## src/verilog/cop_pkg.sv

```systemverilog
// ~~~~~~~~~~~~~~~~~~~~~~~~~~~~~~
// MCU bridge shared definitions
// Widths, port bit positions,
// status page codes and the
// clock-enable divider constants
// ~~~~~~~~~~~~~~~~~~~~~~~~~~~~~~

`default_nettype none

package cop_pkg;

    // One 8751 port or latch byte
    typedef logic [7:0]  port_byte_t;

    // Main CPU data word
    typedef logic [15:0] host_word_t;

    // Main CPU select lines into the MCU
    typedef logic [5:0]  mcu_sel_t;

    // Status dump address, page code in the top two bits
    typedef logic [7:0]  st_addr_t;

    // Phase counter for the clock enables
    typedef logic [5:0]  cen_cnt_t;

    // Counter wraps at the LCM of the three dividers
    localparam int unsigned CEN_MODULUS = 48;

    // 24 MHz divided down
    localparam int unsigned MCU_DIV = 3;   // 8 MHz
    localparam int unsigned OPL_DIV = 8;   // 3 MHz
    localparam int unsigned OPN_DIV = 16;  // 1.5 MHz

    // Port 2 bit that clears the MCU interrupt, active low
    localparam int unsigned P2_IRQ_CLR = 3;

    // Port 2 mailbox strobes, all active low
    localparam int unsigned P2_RD_HI = 4;
    localparam int unsigned P2_RD_LO = 5;
    localparam int unsigned P2_WR_LO = 6;
    localparam int unsigned P2_WR_HI = 7;

    // Status page codes in st_addr[7:6]
    localparam logic [1:0] ST_PAGE_LO   = 2'd0;
    localparam logic [1:0] ST_PAGE_HI   = 2'd1;
    localparam logic [1:0] ST_PAGE_BANK = 2'd2;
    localparam logic [1:0] ST_PAGE_CTRL = 2'd3;

endpackage

`default_nettype wire

```

## src/verilog/cop_cen_gen.sv

```systemverilog
// ~~~~~~~~~~~~~~~~~~~~~~~~~~~~~~
// Clock-enable generator
// One phase counter on the 24 MHz
// clock, decoded into the MCU,
// OPL and OPN enables
// ~~~~~~~~~~~~~~~~~~~~~~~~~~~~~~

`timescale 1ns/1ps
`default_nettype none

module cop_cen_gen (
    input  wire logic clk,
    input  wire logic rst24,
    output logic      cen_mcu,
    output logic      cen_opl,
    output logic      cen_opn
);

    import cop_pkg::*;

    localparam cen_cnt_t CNT_LAST = cen_cnt_t'(CEN_MODULUS - 1);

    cen_cnt_t cnt;

    // Shared phase, 0 to 47
    always_ff @(posedge clk or posedge rst24) begin
        if (rst24) begin
            cnt <= '0;
        end else if (cnt == CNT_LAST) begin
            cnt <= '0;
        end else begin
            cnt <= cnt + 1'b1;
        end
    end

    // Each enable fires on the last phase of its divider.
    // 48 is a multiple of all three, so the pattern stays even across the wrap
    always_comb begin
        cen_mcu = (cnt % cen_cnt_t'(MCU_DIV)) == cen_cnt_t'(MCU_DIV - 1);
        cen_opl = (cnt % cen_cnt_t'(OPL_DIV)) == cen_cnt_t'(OPL_DIV - 1);
        cen_opn = (cnt % cen_cnt_t'(OPN_DIV)) == cen_cnt_t'(OPN_DIV - 1);
    end

    // Phase must never escape the modulus
    a_cnt_range : assert property (
        @(posedge clk) disable iff (rst24)
        cnt < cen_cnt_t'(CEN_MODULUS)
    ) else $error("cen counter out of range: %0d", cnt);

endmodule

`default_nettype wire

```

## src/verilog/cop_mcu_bridge.sv

```systemverilog
// ~~~~~~~~~~~~~~~~~~~~~~~~~~~~~~
// Main CPU to 8751 MCU bridge
// Clock enables, port-0 mailbox,
// MCU interrupt and status dump
// ~~~~~~~~~~~~~~~~~~~~~~~~~~~~~~

`timescale 1ns/1ps
`default_nettype none

module cop_mcu_bridge (
    input  wire logic               clk,
    input  wire logic               rst24,
    // Main CPU side
    input  wire cop_pkg::host_word_t host_din,
    input  wire cop_pkg::mcu_sel_t   mcu_sel,
    // MCU port outputs
    input  wire cop_pkg::port_byte_t p0_out,
    input  wire cop_pkg::port_byte_t p1_out,
    input  wire cop_pkg::port_byte_t p2_out,
    input  wire cop_pkg::port_byte_t p3_out,
    input  wire cop_pkg::st_addr_t   st_addr,
    // Clock enables
    output logic                    cen_mcu,
    output logic                    cen_opl,
    output logic                    cen_opn,
    // MCU port inputs
    output cop_pkg::port_byte_t      p0_in,
    output cop_pkg::port_byte_t      p3_in,
    output logic                    int1n,
    output cop_pkg::host_word_t      host_dout,
    // Status and ROM banks
    output cop_pkg::port_byte_t      st_dout,
    output logic [1:0]              snd_flag,
    output logic [1:0]              b1_flag,
    output logic                    b0_flag,
    output logic [1:0]              mix_flag,
    output logic [2:0]              crback
);

    cop_cen_gen u_cen (
        .clk     (clk),
        .rst24   (rst24),
        .cen_mcu (cen_mcu),
        .cen_opl (cen_opl),
        .cen_opn (cen_opn)
    );

    cop_mcu_mailbox u_mailbox (
        .clk       (clk),
        .rst24     (rst24),
        .host_din  (host_din),
        .mcu_sel   (mcu_sel),
        .p0_out    (p0_out),
        .p2_out    (p2_out),
        .p3_out    (p3_out),
        .p0_in     (p0_in),
        .p3_in     (p3_in),
        .host_dout (host_dout)
    );

    // Select bit 0 is the interrupt request line
    cop_mcu_irq u_irq (
        .clk     (clk),
        .rst24   (rst24),
        .sel_req (mcu_sel[0]),
        .p2_out  (p2_out),
        .int1n   (int1n)
    );

    cop_status_dump u_status (
        .clk       (clk),
        .rst24     (rst24),
        .st_addr   (st_addr),
        .host_dout (host_dout),
        .p1_out    (p1_out),
        .p3_out    (p3_out),
        .int1n     (int1n),
        .st_dout   (st_dout),
        .snd_flag  (snd_flag),
        .b1_flag   (b1_flag),
        .b0_flag   (b0_flag),
        .mix_flag  (mix_flag),
        .crback    (crback)
    );

endmodule

`default_nettype wire

```

## src/verilog/cop_mcu_irq.sv

```systemverilog
// ~~~~~~~~~~~~~~~~~~~~~~~~~~~~~~
// MCU interrupt request
// Set on a rising select edge,
// cleared from MCU port 2
// ~~~~~~~~~~~~~~~~~~~~~~~~~~~~~~

`timescale 1ns/1ps
`default_nettype none

module cop_mcu_irq (
    input  wire logic               clk,
    input  wire logic               rst24,
    input  wire logic               sel_req,
    input  wire cop_pkg::port_byte_t p2_out,
    output logic                    int1n
);

    import cop_pkg::*;

    logic sel_req_l;
    logic sel_rise;
    logic irq_clr;

    assign sel_rise = sel_req & ~sel_req_l;

    // Clear line is active low
    assign irq_clr = ~p2_out[P2_IRQ_CLR];

    always_ff @(posedge clk or posedge rst24) begin
        if (rst24) begin
            sel_req_l <= 1'b0;
            int1n     <= 1'b1;
        end else begin
            sel_req_l <= sel_req;
            // Clear before set
            if (irq_clr) begin
                int1n <= 1'b1;
            end else if (sel_rise) begin
                int1n <= 1'b0;
            end
        end
    end

    a_clr_releases : assert property (
        @(posedge clk) disable iff (rst24)
        irq_clr |=> int1n
    ) else $error("int1n still low after MCU clear");

endmodule

`default_nettype wire

```

## src/verilog/cop_mcu_mailbox.sv

```systemverilog
// ~~~~~~~~~~~~~~~~~~~~~~~~~~~~~~
// MCU port-0 mailbox
// Byte latches between the main
// CPU word and MCU port 0, steered
// by port-2 strobes
// ~~~~~~~~~~~~~~~~~~~~~~~~~~~~~~

`timescale 1ns/1ps
`default_nettype none

module cop_mcu_mailbox (
    input  wire logic               clk,
    input  wire logic               rst24,
    input  wire cop_pkg::host_word_t host_din,
    input  wire cop_pkg::mcu_sel_t   mcu_sel,
    input  wire cop_pkg::port_byte_t p0_out,
    input  wire cop_pkg::port_byte_t p2_out,
    input  wire cop_pkg::port_byte_t p3_out,
    output cop_pkg::port_byte_t      p0_in,
    output cop_pkg::port_byte_t      p3_in,
    output cop_pkg::host_word_t      host_dout
);

    import cop_pkg::*;

    logic rd_hi;
    logic rd_lo;
    logic wr_hi;
    logic wr_lo;

    // Port 2 strobes are active low
    assign rd_hi = ~p2_out[P2_RD_HI];
    assign rd_lo = ~p2_out[P2_RD_LO];
    assign wr_hi = ~p2_out[P2_WR_HI];
    assign wr_lo = ~p2_out[P2_WR_LO];

    // Select lines 5:3 show up on the top of port 3
    assign p3_in = {mcu_sel[5:3], p3_out[4:0]};

    // MCU reads of the host word, one byte at a time
    always_ff @(posedge clk or posedge rst24) begin
        if (rst24) begin
            p0_in <= '0;
        end else begin
            if (rd_hi) begin
                p0_in <= host_din[15:8];
            end
            // Low byte wins when both strobes are down
            if (rd_lo) begin
                p0_in <= host_din[7:0];
            end
        end
    end

    // MCU writes back toward the host
    always_ff @(posedge clk or posedge rst24) begin
        if (rst24) begin
            host_dout <= '0;
        end else begin
            if (wr_hi) begin
                host_dout[15:8] <= p0_out;
            end
            if (wr_lo) begin
                host_dout[7:0] <= p0_out;
            end
        end
    end

    // A write strobe lands the port-0 byte in its half on the next cycle
    a_wr_hi_lands : assert property (
        @(posedge clk) disable iff (rst24)
        wr_hi |=> host_dout[15:8] == $past(p0_out)
    ) else $error("high write byte not latched");

    a_wr_lo_lands : assert property (
        @(posedge clk) disable iff (rst24)
        wr_lo |=> host_dout[7:0] == $past(p0_out)
    ) else $error("low write byte not latched");

endmodule

`default_nettype wire

```

## src/verilog/cop_status_dump.sv

```systemverilog
// ~~~~~~~~~~~~~~~~~~~~~~~~~~~~~~
// Bank flags and status dump
// Splits ports 1 and 3 into the
// ROM bank controls and registers
// the selected status page
// ~~~~~~~~~~~~~~~~~~~~~~~~~~~~~~

`timescale 1ns/1ps
`default_nettype none

module cop_status_dump (
    input  wire logic               clk,
    input  wire logic               rst24,
    input  wire cop_pkg::st_addr_t   st_addr,
    input  wire cop_pkg::host_word_t host_dout,
    input  wire cop_pkg::port_byte_t p1_out,
    input  wire cop_pkg::port_byte_t p3_out,
    input  wire logic               int1n,
    output cop_pkg::port_byte_t      st_dout,
    output logic [1:0]              snd_flag,
    output logic [1:0]              b1_flag,
    output logic                    b0_flag,
    output logic [1:0]              mix_flag,
    output logic [2:0]              crback
);

    import cop_pkg::*;

    logic [1:0] page;
    port_byte_t bank_byte;
    port_byte_t ctrl_byte;

    // ROM bank controls straight off the MCU ports
    assign snd_flag = p1_out[6:5];
    assign b1_flag  = p1_out[4:3];
    assign b0_flag  = p1_out[2];
    assign mix_flag = p1_out[1:0];
    assign crback   = p3_out[2:0];

    assign page = st_addr[7:6];

    // Bit 7 of port 1 is not a bank control
    assign bank_byte = {1'b0, p1_out[6:0]};

    // Interrupt state on top, bank select at the bottom
    assign ctrl_byte = {int1n, 4'b0000, crback};

    always_ff @(posedge clk or posedge rst24) begin
        if (rst24) begin
            st_dout <= '0;
        end else begin
            case (page)
                ST_PAGE_LO:   st_dout <= host_dout[7:0];
                ST_PAGE_HI:   st_dout <= host_dout[15:8];
                ST_PAGE_BANK: st_dout <= bank_byte;
                ST_PAGE_CTRL: st_dout <= ctrl_byte;
                default:      st_dout <= '0;
            endcase
        end
    end

endmodule

`default_nettype wire
```

## config.mk

```make
export PLATFORM = sky130hd
export DESIGN_NAME = cop_mcu_bridge
export DESIGN_NICKNAME = d
export VERILOG_FILES = /design/src/verilog/cop_pkg.sv /design/src/verilog/cop_cen_gen.sv /design/src/verilog/cop_mcu_bridge.sv /design/src/verilog/cop_mcu_irq.sv /design/src/verilog/cop_mcu_mailbox.sv /design/src/verilog/cop_status_dump.sv
export SDC_FILE = /design/constraint.sdc
export NUM_CORES = 1
export LEC_CHECK = 0
export ABC_AREA = 1
export BUFFER_PORTS_ARGS = -buffer_cell sky130_fd_sc_hd__buf_2
export CAP_MARGIN = 20
export CORE_MARGIN = 4
export CORE_UTILIZATION = 30
export DETAILED_ROUTE_END_ITERATION = 12
export PLACE_DENSITY = 0.58
export SYNTH_ARGS = -nofsm -noshare
export SYNTH_HDL_FRONTEND = slang
export SYNTH_SLANG_ARGS = --single-unit
export TNS_END_PERCENT = 50
```

## constraint.sdc

```tcl
create_clock -name clk -period 2.7 [get_ports clk]
set_input_delay 0.27 -clock clk [delete_from_list [all_inputs] [get_ports clk]]
set_output_delay 0.27 -clock clk [all_outputs]
set_load 0.005 [all_outputs]
```

==> metrics, run 1 <==
end of the worst register-to-register path=u_cen.cnt[3]; FF+latch count, synth=40; Synth Warn #=0; area of the multi-input gates=881 µm²; hpwl dp=4.19 mm; DRT Wirelength=5.50 mm; R2R cell count=5; Worst Setup SP=u_cen.cnt[4]; Post-CTS Hold Fix Bufs=0; final hold vios=0; Worst Path Arrival=2.45 ns; register area=1000 µm²; clk buf depth=2; Antenna Nets Post-Route=0; CTS tree=built; crit path to=cen_mcu; Data required, critical path=2.43 ns; initial antenna violation count=0; Die Wd=92.2 µm; post-synth top area share=45.9%; FILL cells=728; total track usage=12.8%; CP max FO=4; layout cells sized above 1=41.6%; Starting DRT DRC Count=74; Root Driver=clkbuf_8; FF-to-FF setup slack=1.28 ns; final RePlAce weighted congestion=0.749; Vias per Instance=4.37; run status=finished with violations; die height=92.2 µm; final count of negative-setup-slack endpoints=1; Final period util=101%; DR WL/cell=12.3 µm; Ports=118; final setup margin=-0.0240 ns; RSZ-0062 raised after global routing=yes; DRC=0; global-route wire length before repair=8.75 mm; Power, Total=1.36 mW; PwrDens=476 nW/µm²; largest net degree at the start of global routing=41; clk sink count=40; max frequency=0.367 GHz; Slew @ Worst Pin=0.512 ns; Worst setup SP type=register; Synthesized Nets=330; # rows=30; Port-buffer cells=92; Slew headroom=65.9%; Yosys cell types=23; Mean Syn Cell Area=8.17 µm²; post-synthesis sequential area ratio=47.2%; largest area contributor in the netlist=dfrtp_1; Slew Viols, Final=0; maximum vdd drop=0.000343 V; Clock transition at path regs=0.08 ns; fin nets=422; CTS buffer count=5; cell count after synthesis=260; clk_lat worst skew=0.29 ns; Max Cap Viol=0; Core ar.=6830 µm²; initial cell density of the core=31.1%; Finished Cell Area=2850 µm²; violated checks=setup timing; dpl cells=426; number of global-route vias before repair=1843; mapped cell area=2120 µm²; grt ovf=0; ant diodes=0; fin crit period=2.72 ns; die area=8490 µm²; final cell count without fillers=449; static leakage=1.55 nW; hold crit path type=in -> async; area grow syn2layout=34.2%; Final Skew=0.00736 ns; Reg2Reg Launch Point=u_cen.cnt[1]; DR pass1 iterations=4; via count=1961; dominant cells by area after synthesis=dfrtp_1 46%, nand2_1 12%, nand3_1 7.1%, buf_4 6.4%, inv_1 6.2%; DP Area=2560 µm²; crit end category=output pin; H-tree Lvls=2; critical path class=reg -> out
worst max-delay path, cell delays in order (launching register included):
cell,delay (ns)
dfrtp_2,0.44
inv_2,0.09
nand2_2,0.06
nand2_2,0.07
nand2_1,0.05
nand2_1,0.06
nand2_2,0.07
nand2_4,0.08
clkinv_4,0.06
ha_4,0.17
nor2_8,0.13
nand2_4,0.06
nand2_2,0.05
nand2_2,0.06
inv_2,0.06
ha_4,0.13
inv_4,0.04
o211ai_1,0.17
nand3_1,0.09
nor2_1,0.10
buf_2,0.11
cell type report:
class	instances	area share, %
Clock buffer	5	2.41
Clock inverter	3	1.62
Inverter	38	5.27
Multi-Input combinational cell	159	30.9
Sequential cell	40	35.2
Tap cell	96	4.21
Timing Repair Buffer	108	20.4
per-stage QoR:
step                utilization [%]  setup slack, ns  hold slack [ns]  setup TNS (ns)
finish                         41.7          -0.0240           0.0856         -0.0240
global route                   41.7           -0.266           0.0694          -0.266
CTS                            40.7          -0.0595           0.0774         -0.0595
detailed placement             37.4        -0.000191            0.394       -0.000191
global placement               37.4           0.0785            0.393               0
floorplan                         -            0.303            0.301               0
state kept, by name (all words and copies together), names as in the netlist:
name,flops
u_irq.sel_req_l,1
u_mailbox.p0_in,8
u_cen.cnt,6
u_status.st_dout,8
u_mailbox.host_dout,16
u_irq.int1n,1
repair_timing:
item / CTS / global route
setup buffers: 10 / 5
pin swaps: 8 / 10
resized for setup: 11 / 11
endpoints found under the setup margin: 1 / 1
cell families (layout without fill, tap and decap cells):
logic type	Yosys count	in the layout	share of synthesized area, %
simple gates	122	122	26.7
flops	40	40	47.2
compound gates	31	31	8.48
buf+inv	61	154	14.1
fa+ha+maj	6	6	3.53
layer usage:
| layer | share of wire (%) | GRT usage (%) | routed length, µm | vias up |
|---|---|---|---|---|
| met5 | 0 | 0 | 0 | - |
| met3 | 5.0 | 2.95 | 275 | 7 |
| met1 | 45 | 16.4 | 2450 | 901 |
| met2 | 49 | 20.9 | 2670 | 55 |
| met4 | 1.8 | 5.07 | 99 | 0 |
| li1 | - | - | - | 998 |
worst min path at each step:
| stage | start | endpoint | depth (start not counted) |
|---|---|---|---|
| 5_1_grt | mcu_sel[0] | u_irq.sel_req_l | 1 |
| 3_3_place_gp | mcu_sel[0] | u_irq.sel_req_l | 1 |
| 2_1_floorplan | mcu_sel[0] | u_irq.sel_req_l | 0 |
| 6_report | rst24 | u_mailbox.p0_in[5] | 3 |
| 4_1_cts | p2_out[3] | u_irq.int1n | 2 |
| 3_5_place_dp | mcu_sel[0] | u_irq.sel_req_l | 1 |
cell usage in the layout (no fill, tap or decap), types with 9 or more instances in the layout:
cell type / netlist / routed
inv_1: 35 / 31
o211ai_1: 9 / 9
o21ai_0: 18 / 18
nand2_2: 3 / 9
buf_2: 1 / 92
nand3_1: 30 / 28
nand2_1: 68 / 61
dfrtp_1: 39 / 37
nor2_1: 9 / 9
buf_4: 18 / 16
cells in the mapped netlist:
| cell | n |
|---|---|
| a21oi_1 | 3 |
| buf_2 | 1 |
| buf_4 | 18 |
| clkbuf_1 | 4 |
| clkinv_2 | 1 |
| dfrtp_1 | 39 |
| dfstp_2 | 1 |
| ha_1 | 6 |
| inv_1 | 35 |
| inv_2 | 2 |
| nand2_1 | 68 |
| nand2_2 | 3 |
| nand2_4 | 3 |
| nand3_1 | 30 |
| nand3_2 | 2 |
| nand4_1 | 4 |
| nor2_1 | 9 |
| nor2_8 | 1 |
| nor3_1 | 1 |
| o211ai_1 | 9 |
| o21a_1 | 1 |
| o21ai_0 | 18 |
| or2_2 | 1 |
where the power goes:
part,switching [mW],total [mW],internal (mW)
logic,0.0987,0.184,0.0854
registers,0.0291,0.675,0.646
clock network,0.220,0.499,0.278
(Power assumes the default switching activity.)
==> inputs of run 2 (changes only) <==
--- a/config.mk
+++ b/config.mk
@@ -8,7 +8,7 @@
 export ABC_AREA = 1
 export BUFFER_PORTS_ARGS = -buffer_cell sky130_fd_sc_hd__buf_2
 export CAP_MARGIN = 20
-export CORE_MARGIN = 4
+export CORE_MARGIN = 10
 export CORE_UTILIZATION = 30
 export DETAILED_ROUTE_END_ITERATION = 12
 export PLACE_DENSITY = 0.58
==> metrics, run 2 (synthesis results as in run 1) <==
CP max FO=6 (was 4); hold crit path type=in -> async (unchanged); Root Driver=clkbuf_8 (unchanged); Clock transition at path regs=0.07 ns (was 0.08 ns); largest registers=u_mailbox.host_dout (16), u_mailbox.p0_in (8), u_status.st_dout (8) (unchanged); layout cells sized above 1=41.4% (was 41.6%); RSZ-0062 raised after global routing=yes (unchanged); crit end category=output pin (unchanged); Slew headroom=65.6% (was 65.9%); clk_lat worst skew=0.28 ns (was 0.29 ns); Die Wd=104 µm (was 92.2 µm); switching share of power=24.8% (was 25.6%); power share of the combinational group=14.0% (was 13.6%); R2R cell count=5 (unchanged); clk sink count=40 (unchanged); Final period util=99.5% (was 101%); Slew @ Worst Pin=0.516 ns (was 0.512 ns); total track usage=11.4% (was 12.8%); CP most frequent cell=nand2_2 (unchanged); DRT Wirelength=6.21 mm (was 5.50 mm); top sig layer=met4 (unchanged); clock share of power=35.5% (was 36.7%); Core ar.=6830 µm² (unchanged); static leakage=1.56 nW (was 1.55 nW); Biggest register=u_mailbox.host_dout (unchanged); PwrDens=469 nW/µm² (was 476 nW/µm²); Starting DRT DRC Count=127 (was 74); critical path class=reg -> out (unchanged); final count of negative-setup-slack endpoints=0 (was 1); area grow syn2layout=34.2% (about the same); run status=completed (was finished with violations); Worst Path Arrival=2.42 ns (was 2.45 ns); maximum vdd drop=0.000365 V (was 0.000343 V); DRC=0 (unchanged); clk buf depth=2 (unchanged); fin nets=422 (unchanged); global-route wire length before repair=10.3 mm (was 8.75 mm); via count=1949 (was 1961); ant diodes=0 (unchanged); Seq pwr share=50.5% (was 49.7%); fin util=41.7% (about the same); die height=104 µm (was 92.2 µm); P_int=1.01 mW (about the same); Power, Total=1.34 mW (was 1.36 mW); crit-path cells=inv_2 > nand2_2 > nand3_2 > nand2_2 > nand2_2 > nand2_4 > nand2_4 > clkinv_4 > ha_4 > nor2_8 > nand2_4 > nand2_2 > nand2_2 > inv_2 > ha_4 > inv_2 > o211ai_1 > nand3_1 > nor2_1 > buf_2 (was inv_2 > nand2_2 > nand2_2 > nand2_1 > nand2_1 > nand2_2 > nand2_4 > clkinv_4 > ha_4 > nor2_8 > nand2_4 > nand2_2 > nand2_2 > inv_2 > ha_4 > inv_4 > o211ai_1 > nand3_1 > nor2_1 > buf_2); initial antenna violation count=0 (unchanged); grt ovf=0 (unchanged); CTS buffer count=5 (unchanged); Setup TNS=0 ns (was -0.0240 ns); Final Skew=0.00190 ns (was 0.00736 ns); Data required, critical path=2.43 ns (about the same); met3 wire len=262 µm (was 275 µm); die area=10800 µm² (was 8490 µm²); P_sw=332 µW (was 348 µW); Vias per Instance=4.34 (was 4.37); Port-buffer cells=92 (unchanged); number of global-route vias before repair=2082 (was 1843); CTS tree=built (unchanged); Max Cap Viol=0 (unchanged); CP max stage cell=dfrtp_2 (unchanged); initial cell density of the core=31.1% (unchanged); hpwl dp=4.75 mm (was 4.19 mm); commonest non-fill, non-tap cell in the layout=buf_2 (unchanged); # rows=30 (unchanged); fin crit period=2.69 ns (was 2.72 ns); post-place setup slack=0.0328 ns (was -0.000191 ns); Ports=118 (unchanged); Worst setup SP type=register (unchanged); M1 wire length=2.52 mm (was 2.45 mm); largest net degree at the start of global routing=41 (unchanged); slowest stage delay, CP=0.45 ns (was 0.44 ns); DR WL/cell=13.8 µm (was 12.3 µm); leading cell types in the layout, fill and taps excluded=92 x buf_2, 59 x nand2_1, 38 x dfrtp_1 (was 92 x buf_2, 61 x nand2_1, 37 x dfrtp_1); final hold vios=0 (unchanged); Met2 Wirelength=3.36 mm (was 2.67 mm); final setup margin=0.0123 ns (was -0.0240 ns); max frequency=0.372 GHz (was 0.367 GHz); Slew Viols, Final=0 (unchanged); H-tree Lvls=2 (unchanged); max FFs per register=16 (unchanged); Antenna Nets Post-Route=0 (unchanged); final RePlAce weighted congestion=0.809 (was 0.749); DR pass1 iterations=4 (unchanged)
## run 2: cell types whose count changed in the layout (fill, tap and decap cells not counted)
cell / previous run / this run
nand2_1: 61 / 59
clkbuf_1: 0 / 1
nand2_4: 4 / 5
inv_4: 1 / 0
clkinvlp_4: 1 / 0
nand2_2: 9 / 10
dfrtp_2: 2 / 1
clkinv_2: 0 / 1
inv_1: 31 / 32
dfrtp_1: 37 / 38
inv_6: 1 / 0
## run 2: cell type report
type,instances,area [µm²]
fill,727,3980
sequential,40,1000
multi-input combinational,159,891
timing repair buffer,108,581
inverter,38,148
tap,96,120
clock buffer,6,72.6
clock inverter,2,35.0
## run 2: timing repair
action,4_1_cts,5_1_grt
cloned,0,0
hold buffers,0,0
buffers inserted,11,3
pin swaps,10,10
resized for setup,10,12
setup endpoints to repair,1,1
## run 2: critical path: cells and delay by family, from the launching register on
kind                       cells  cell delay [ns]
adders and majority gates      2             0.29
DFF                            1             0.45
AOI/OAI and AO/OA              1             0.15
buffers and inverters          5             0.34
and+or+nand+nor               12             0.89
## run 2: final timing paths
| check | start | endpoint | slack, ns |
|---|---|---|---|
| worst max-delay path | u_cen.cnt[5] | cen_mcu | 0.01 |
| worst min-delay path | rst24 | u_mailbox.p0_in[0] | 0.1 |
| worst max register to register | u_cen.cnt[1] | u_cen.cnt[5] | 1.25 |
| worst min register to register | u_irq.sel_req_l | u_irq.int1n | 0.48 |
| max in group asynchronous | rst24 | u_cen.cnt[5] | 2.23 |
| min in group clk | mcu_sel[0] | u_irq.sel_req_l | 0.10 |
## run 2: routing by layer
layer	global-route usage (%)	vias up
li1	-	994
met5	0	-
met4	3.28	0
met3	3.10	6
met2	20.3	38
met1	12.8	911
## run 2: power groups by stage
stage	Sequential (mW)	Clock (mW)	Combinational [mW]
finish	0.676	0.475	0.187
global route	0.682	0.525	0.215
CTS	0.675	0.496	0.195
detailed placement	0.687	0	0.195
global placement	0.686	0	0.192
floorplan	0.687	0	0.0886
## run 2: metrics by stage
| step | instances | hold WS, ns | instance area, µm² |
|---|---|---|---|
| final | 449 | 0.0950 | 2850 |
| after global routing | 449 | 0.0904 | 2850 |
| after CTS | 446 | 0.0902 | 2790 |
| after detailed placement | 427 | 0.395 | 2560 |
| after global placement | 427 | 0.393 | 2560 |
| after floorplan | 260 | 0.301 | 2120 |
==> inputs of run 3 (changes only) <==
--- a/config.mk
+++ b/config.mk
@@ -10,8 +10,9 @@
 export CAP_MARGIN = 20
 export CORE_MARGIN = 10
 export CORE_UTILIZATION = 30
+export CTS_CLUSTER_SIZE = 24
 export DETAILED_ROUTE_END_ITERATION = 12
-export PLACE_DENSITY = 0.58
+export PLACE_DENSITY = 0.6
 export SYNTH_ARGS = -nofsm -noshare
 export SYNTH_HDL_FRONTEND = slang
 export SYNTH_SLANG_ARGS = --single-unit
==> constraint.sdc (replaced) <==
create_clock -name clk -period 2.46 [get_ports clk]
set_input_delay 0.246 -clock clk [delete_from_list [all_inputs] [get_ports clk]]
set_output_delay 0.246 -clock clk [all_outputs]
set_load 0.005 [all_outputs]
==> metrics, run 3 (synthesis results as in run 1) <==
Min Hold Slack=0.0557 ns (was 0.0950 ns); P_sw=384 µW (was 332 µW); max FFs per register=16 (unchanged); Slew headroom=66.2% (was 65.6%); final count of negative-setup-slack endpoints=1 (was 0); Clock transition at path regs=0.08 ns (was 0.07 ns); Port-buffer cells=92 (unchanged); leading cell types in the layout, fill and taps excluded=92 x buf_2, 63 x nand2_1, 38 x dfrtp_1 (was 92 x buf_2, 59 x nand2_1, 38 x dfrtp_1); fin nets=430 (was 422); grt ovf=0 (unchanged); Ports=118 (unchanged); layout cells sized above 1=41.8% (was 41.4%); CP max stage cell=dfrtp_1 (was dfrtp_2); DR pass1 iterations=4 (unchanged); Antenna Nets Post-Route=0 (unchanged); hold crit path type=in -> async (unchanged); via count=1953 (was 1949); CTS tree=built (unchanged); CTS buffer count=5 (unchanged); final hold vios=0 (unchanged); final RePlAce weighted congestion=0.804 (was 0.809); Slew @ Worst Pin=0.505 ns (was 0.516 ns); RSZ-0062 raised after global routing=yes (unchanged); DRT Wirelength=5.92 mm (was 6.21 mm); initial antenna violation count=0 (unchanged); DR WL/cell=13.0 µm (was 13.8 µm); largest net degree at the start of global routing=41 (unchanged); PwrDens=517 nW/µm² (was 469 nW/µm²); Biggest register=u_mailbox.host_dout (unchanged); Worst Path Arrival=2.44 ns (was 2.42 ns); fin crit period=2.68 ns; clk buf depth=2 (unchanged); clk_lat worst skew=0.29 ns (was 0.28 ns); # rows=30 (unchanged); fin util=42.2% (was 41.7%); FF-to-FF setup slack=1.01 ns (was 1.25 ns); Core ar.=6830 µm² (unchanged); P_int=1.11 mW (was 1.01 mW); max frequency=0.373 GHz; clk sink count=40 (unchanged); number of global-route vias before repair=2005 (was 2082); Worst setup SP type=register (unchanged); Die Wd=104 µm (unchanged); ant diodes=0 (unchanged); DP Area=2660 µm² (was 2560 µm²); Post-CTS Hold Fix Bufs=0 (unchanged); initial cell density of the core=31.1% (unchanged); final setup margin=-0.221 ns (was 0.0123 ns); violated checks=setup timing; Data required, critical path=2.21 ns (was 2.43 ns); CP max FO=4 (was 6); hpwl dp=4.79 mm (was 4.75 mm); switching share of power=25.7% (was 24.8%); clock share of power=36.6% (was 35.5%); static leakage=1.59 nW (was 1.56 nW); FILL cells=718 (was 727); Slew Viols, Final=0 (unchanged); total track usage=10.7% (was 11.4%); slowest stage delay, CP=0.42 ns (was 0.45 ns); Seq pwr share=49.7% (was 50.5%); power share of the combinational group=13.7% (was 14.0%); DRC=0 (unchanged); largest registers=u_mailbox.host_dout (16), u_mailbox.p0_in (8), u_status.st_dout (8) (unchanged); global-route wire length before repair=9.72 mm (was 10.3 mm); commonest non-fill, non-tap cell in the layout=buf_2 (unchanged); crit end category=output pin (unchanged); Finished Cell Area=2890 µm² (was 2850 µm²); run status=finished with violations (was completed); critical path class=reg -> out (unchanged); Vias per Instance=4.27 (was 4.34); Starting DRT DRC Count=69 (was 127); H-tree Lvls=2 (unchanged); die height=104 µm (unchanged); maximum vdd drop=0.000279 V (was 0.000365 V); crit-path cells=inv_2 > nand2_2 > nand2_2 > nand2_1 > nand2_1 > nand2_2 > nand2_2 > inv_4 > ha_4 > nor2_8 > nand2_4 > nand2_1 > nand2_1 > inv_1 > ha_2 > inv_2 > o211ai_1 > nand3_1 > nor2_1 > buf_2 (was inv_2 > nand2_2 > nand3_2 > nand2_2 > nand2_2 > nand2_4 > nand2_4 > clkinv_4 > ha_4 > nor2_8 > nand2_4 > nand2_2 > nand2_2 > inv_2 > ha_4 > inv_2 > o211ai_1 > nand3_1 > nor2_1 > buf_2); area grow syn2layout=35.8% (was 34.2%); Max Cap Viol=0 (unchanged); Final period util=109%; die area=10800 µm² (unchanged); Final Skew=0.0108 ns (was 0.00190 ns); Root Driver=clkbuf_8 (unchanged)
[run 3: final cells by class]
class / instances / area (µm²) / share of cell area [%]
Timing Repair Buffer: 116 / 641 / 22.2
Clock buffer: 5 / 68.8 / 2.39
Multi-Input combinational cell: 159 / 861 / 29.8
Clock inverter: 3 / 46.3 / 1.60
Inverter: 38 / 145 / 5.03
Tap cell: 96 / 120 / 4.16
Sequential cell: 40 / 1000 / 34.8
[run 3: final timing paths]
path | start | endpoint | cells after the start
max in group asynchronous | rst24 | u_cen.cnt[5] | 3
hold / removal | rst24 | u_mailbox.p0_in[5] | 3
setup / recovery | u_cen.cnt[4] | cen_mcu | 20
setup reg to reg | u_cen.cnt[1] | u_cen.cnt[3] | 5
hold reg to reg | u_irq.sel_req_l | u_irq.int1n | 2
min in group clk | p2_out[3] | u_irq.int1n | 2
[run 3: metal layers]
metal / track usage, % / wire length, µm / up-vias
met4: 4.17 / 125 / 0
met2: 19.2 / 3110 / 41
met3: 2.29 / 224 / 9
met1: 11.9 / 2460 / 893
li1: - / - / 1010
met5: 0 / 0 / -
[run 3: timing repair]
action | in CTS | in global routing
endpoints found under the setup margin | 1 | 1
pin swaps | 10 | 10
setup buffers | 5 | 4
gates resized for setup | 8 | 7
[run 3: power groups by stage]
stage	combinational [mW]	sequential (mW)	clock, mW
after floorplan	0.0973	0.754	0
after global placement	0.209	0.753	0
after detailed placement	0.212	0.754	0
after CTS	0.213	0.741	0.570
after global routing	0.235	0.747	0.592
final	0.205	0.741	0.546
[run 3: through the flow]
step	setup WS [ns]	power, mW	instances	setup TNS [ns]
after global routing	-0.477	1.57	457	-0.477
final	-0.221	1.49	457	-0.221
after floorplan	0.0873	0.851	260	0
after detailed placement	-0.0627	0.966	440	-0.0627
after CTS	-0.271	1.52	453	-0.271
after global placement	-0.0362	0.962	440	-0.0362
[run 3: critical path: cells and delay by family, from the launching register on]
| family | cells | cell delay (ns) |
|---|---|---|
| AO/OA/AOI/OAI | 1 | 0.15 |
| adder cells (fa/ha/maj) | 2 | 0.34 |
| buffers and inverters | 5 | 0.36 |
| flip-flops | 1 | 0.42 |
| AND/OR/NAND/NOR | 12 | 0.87 |
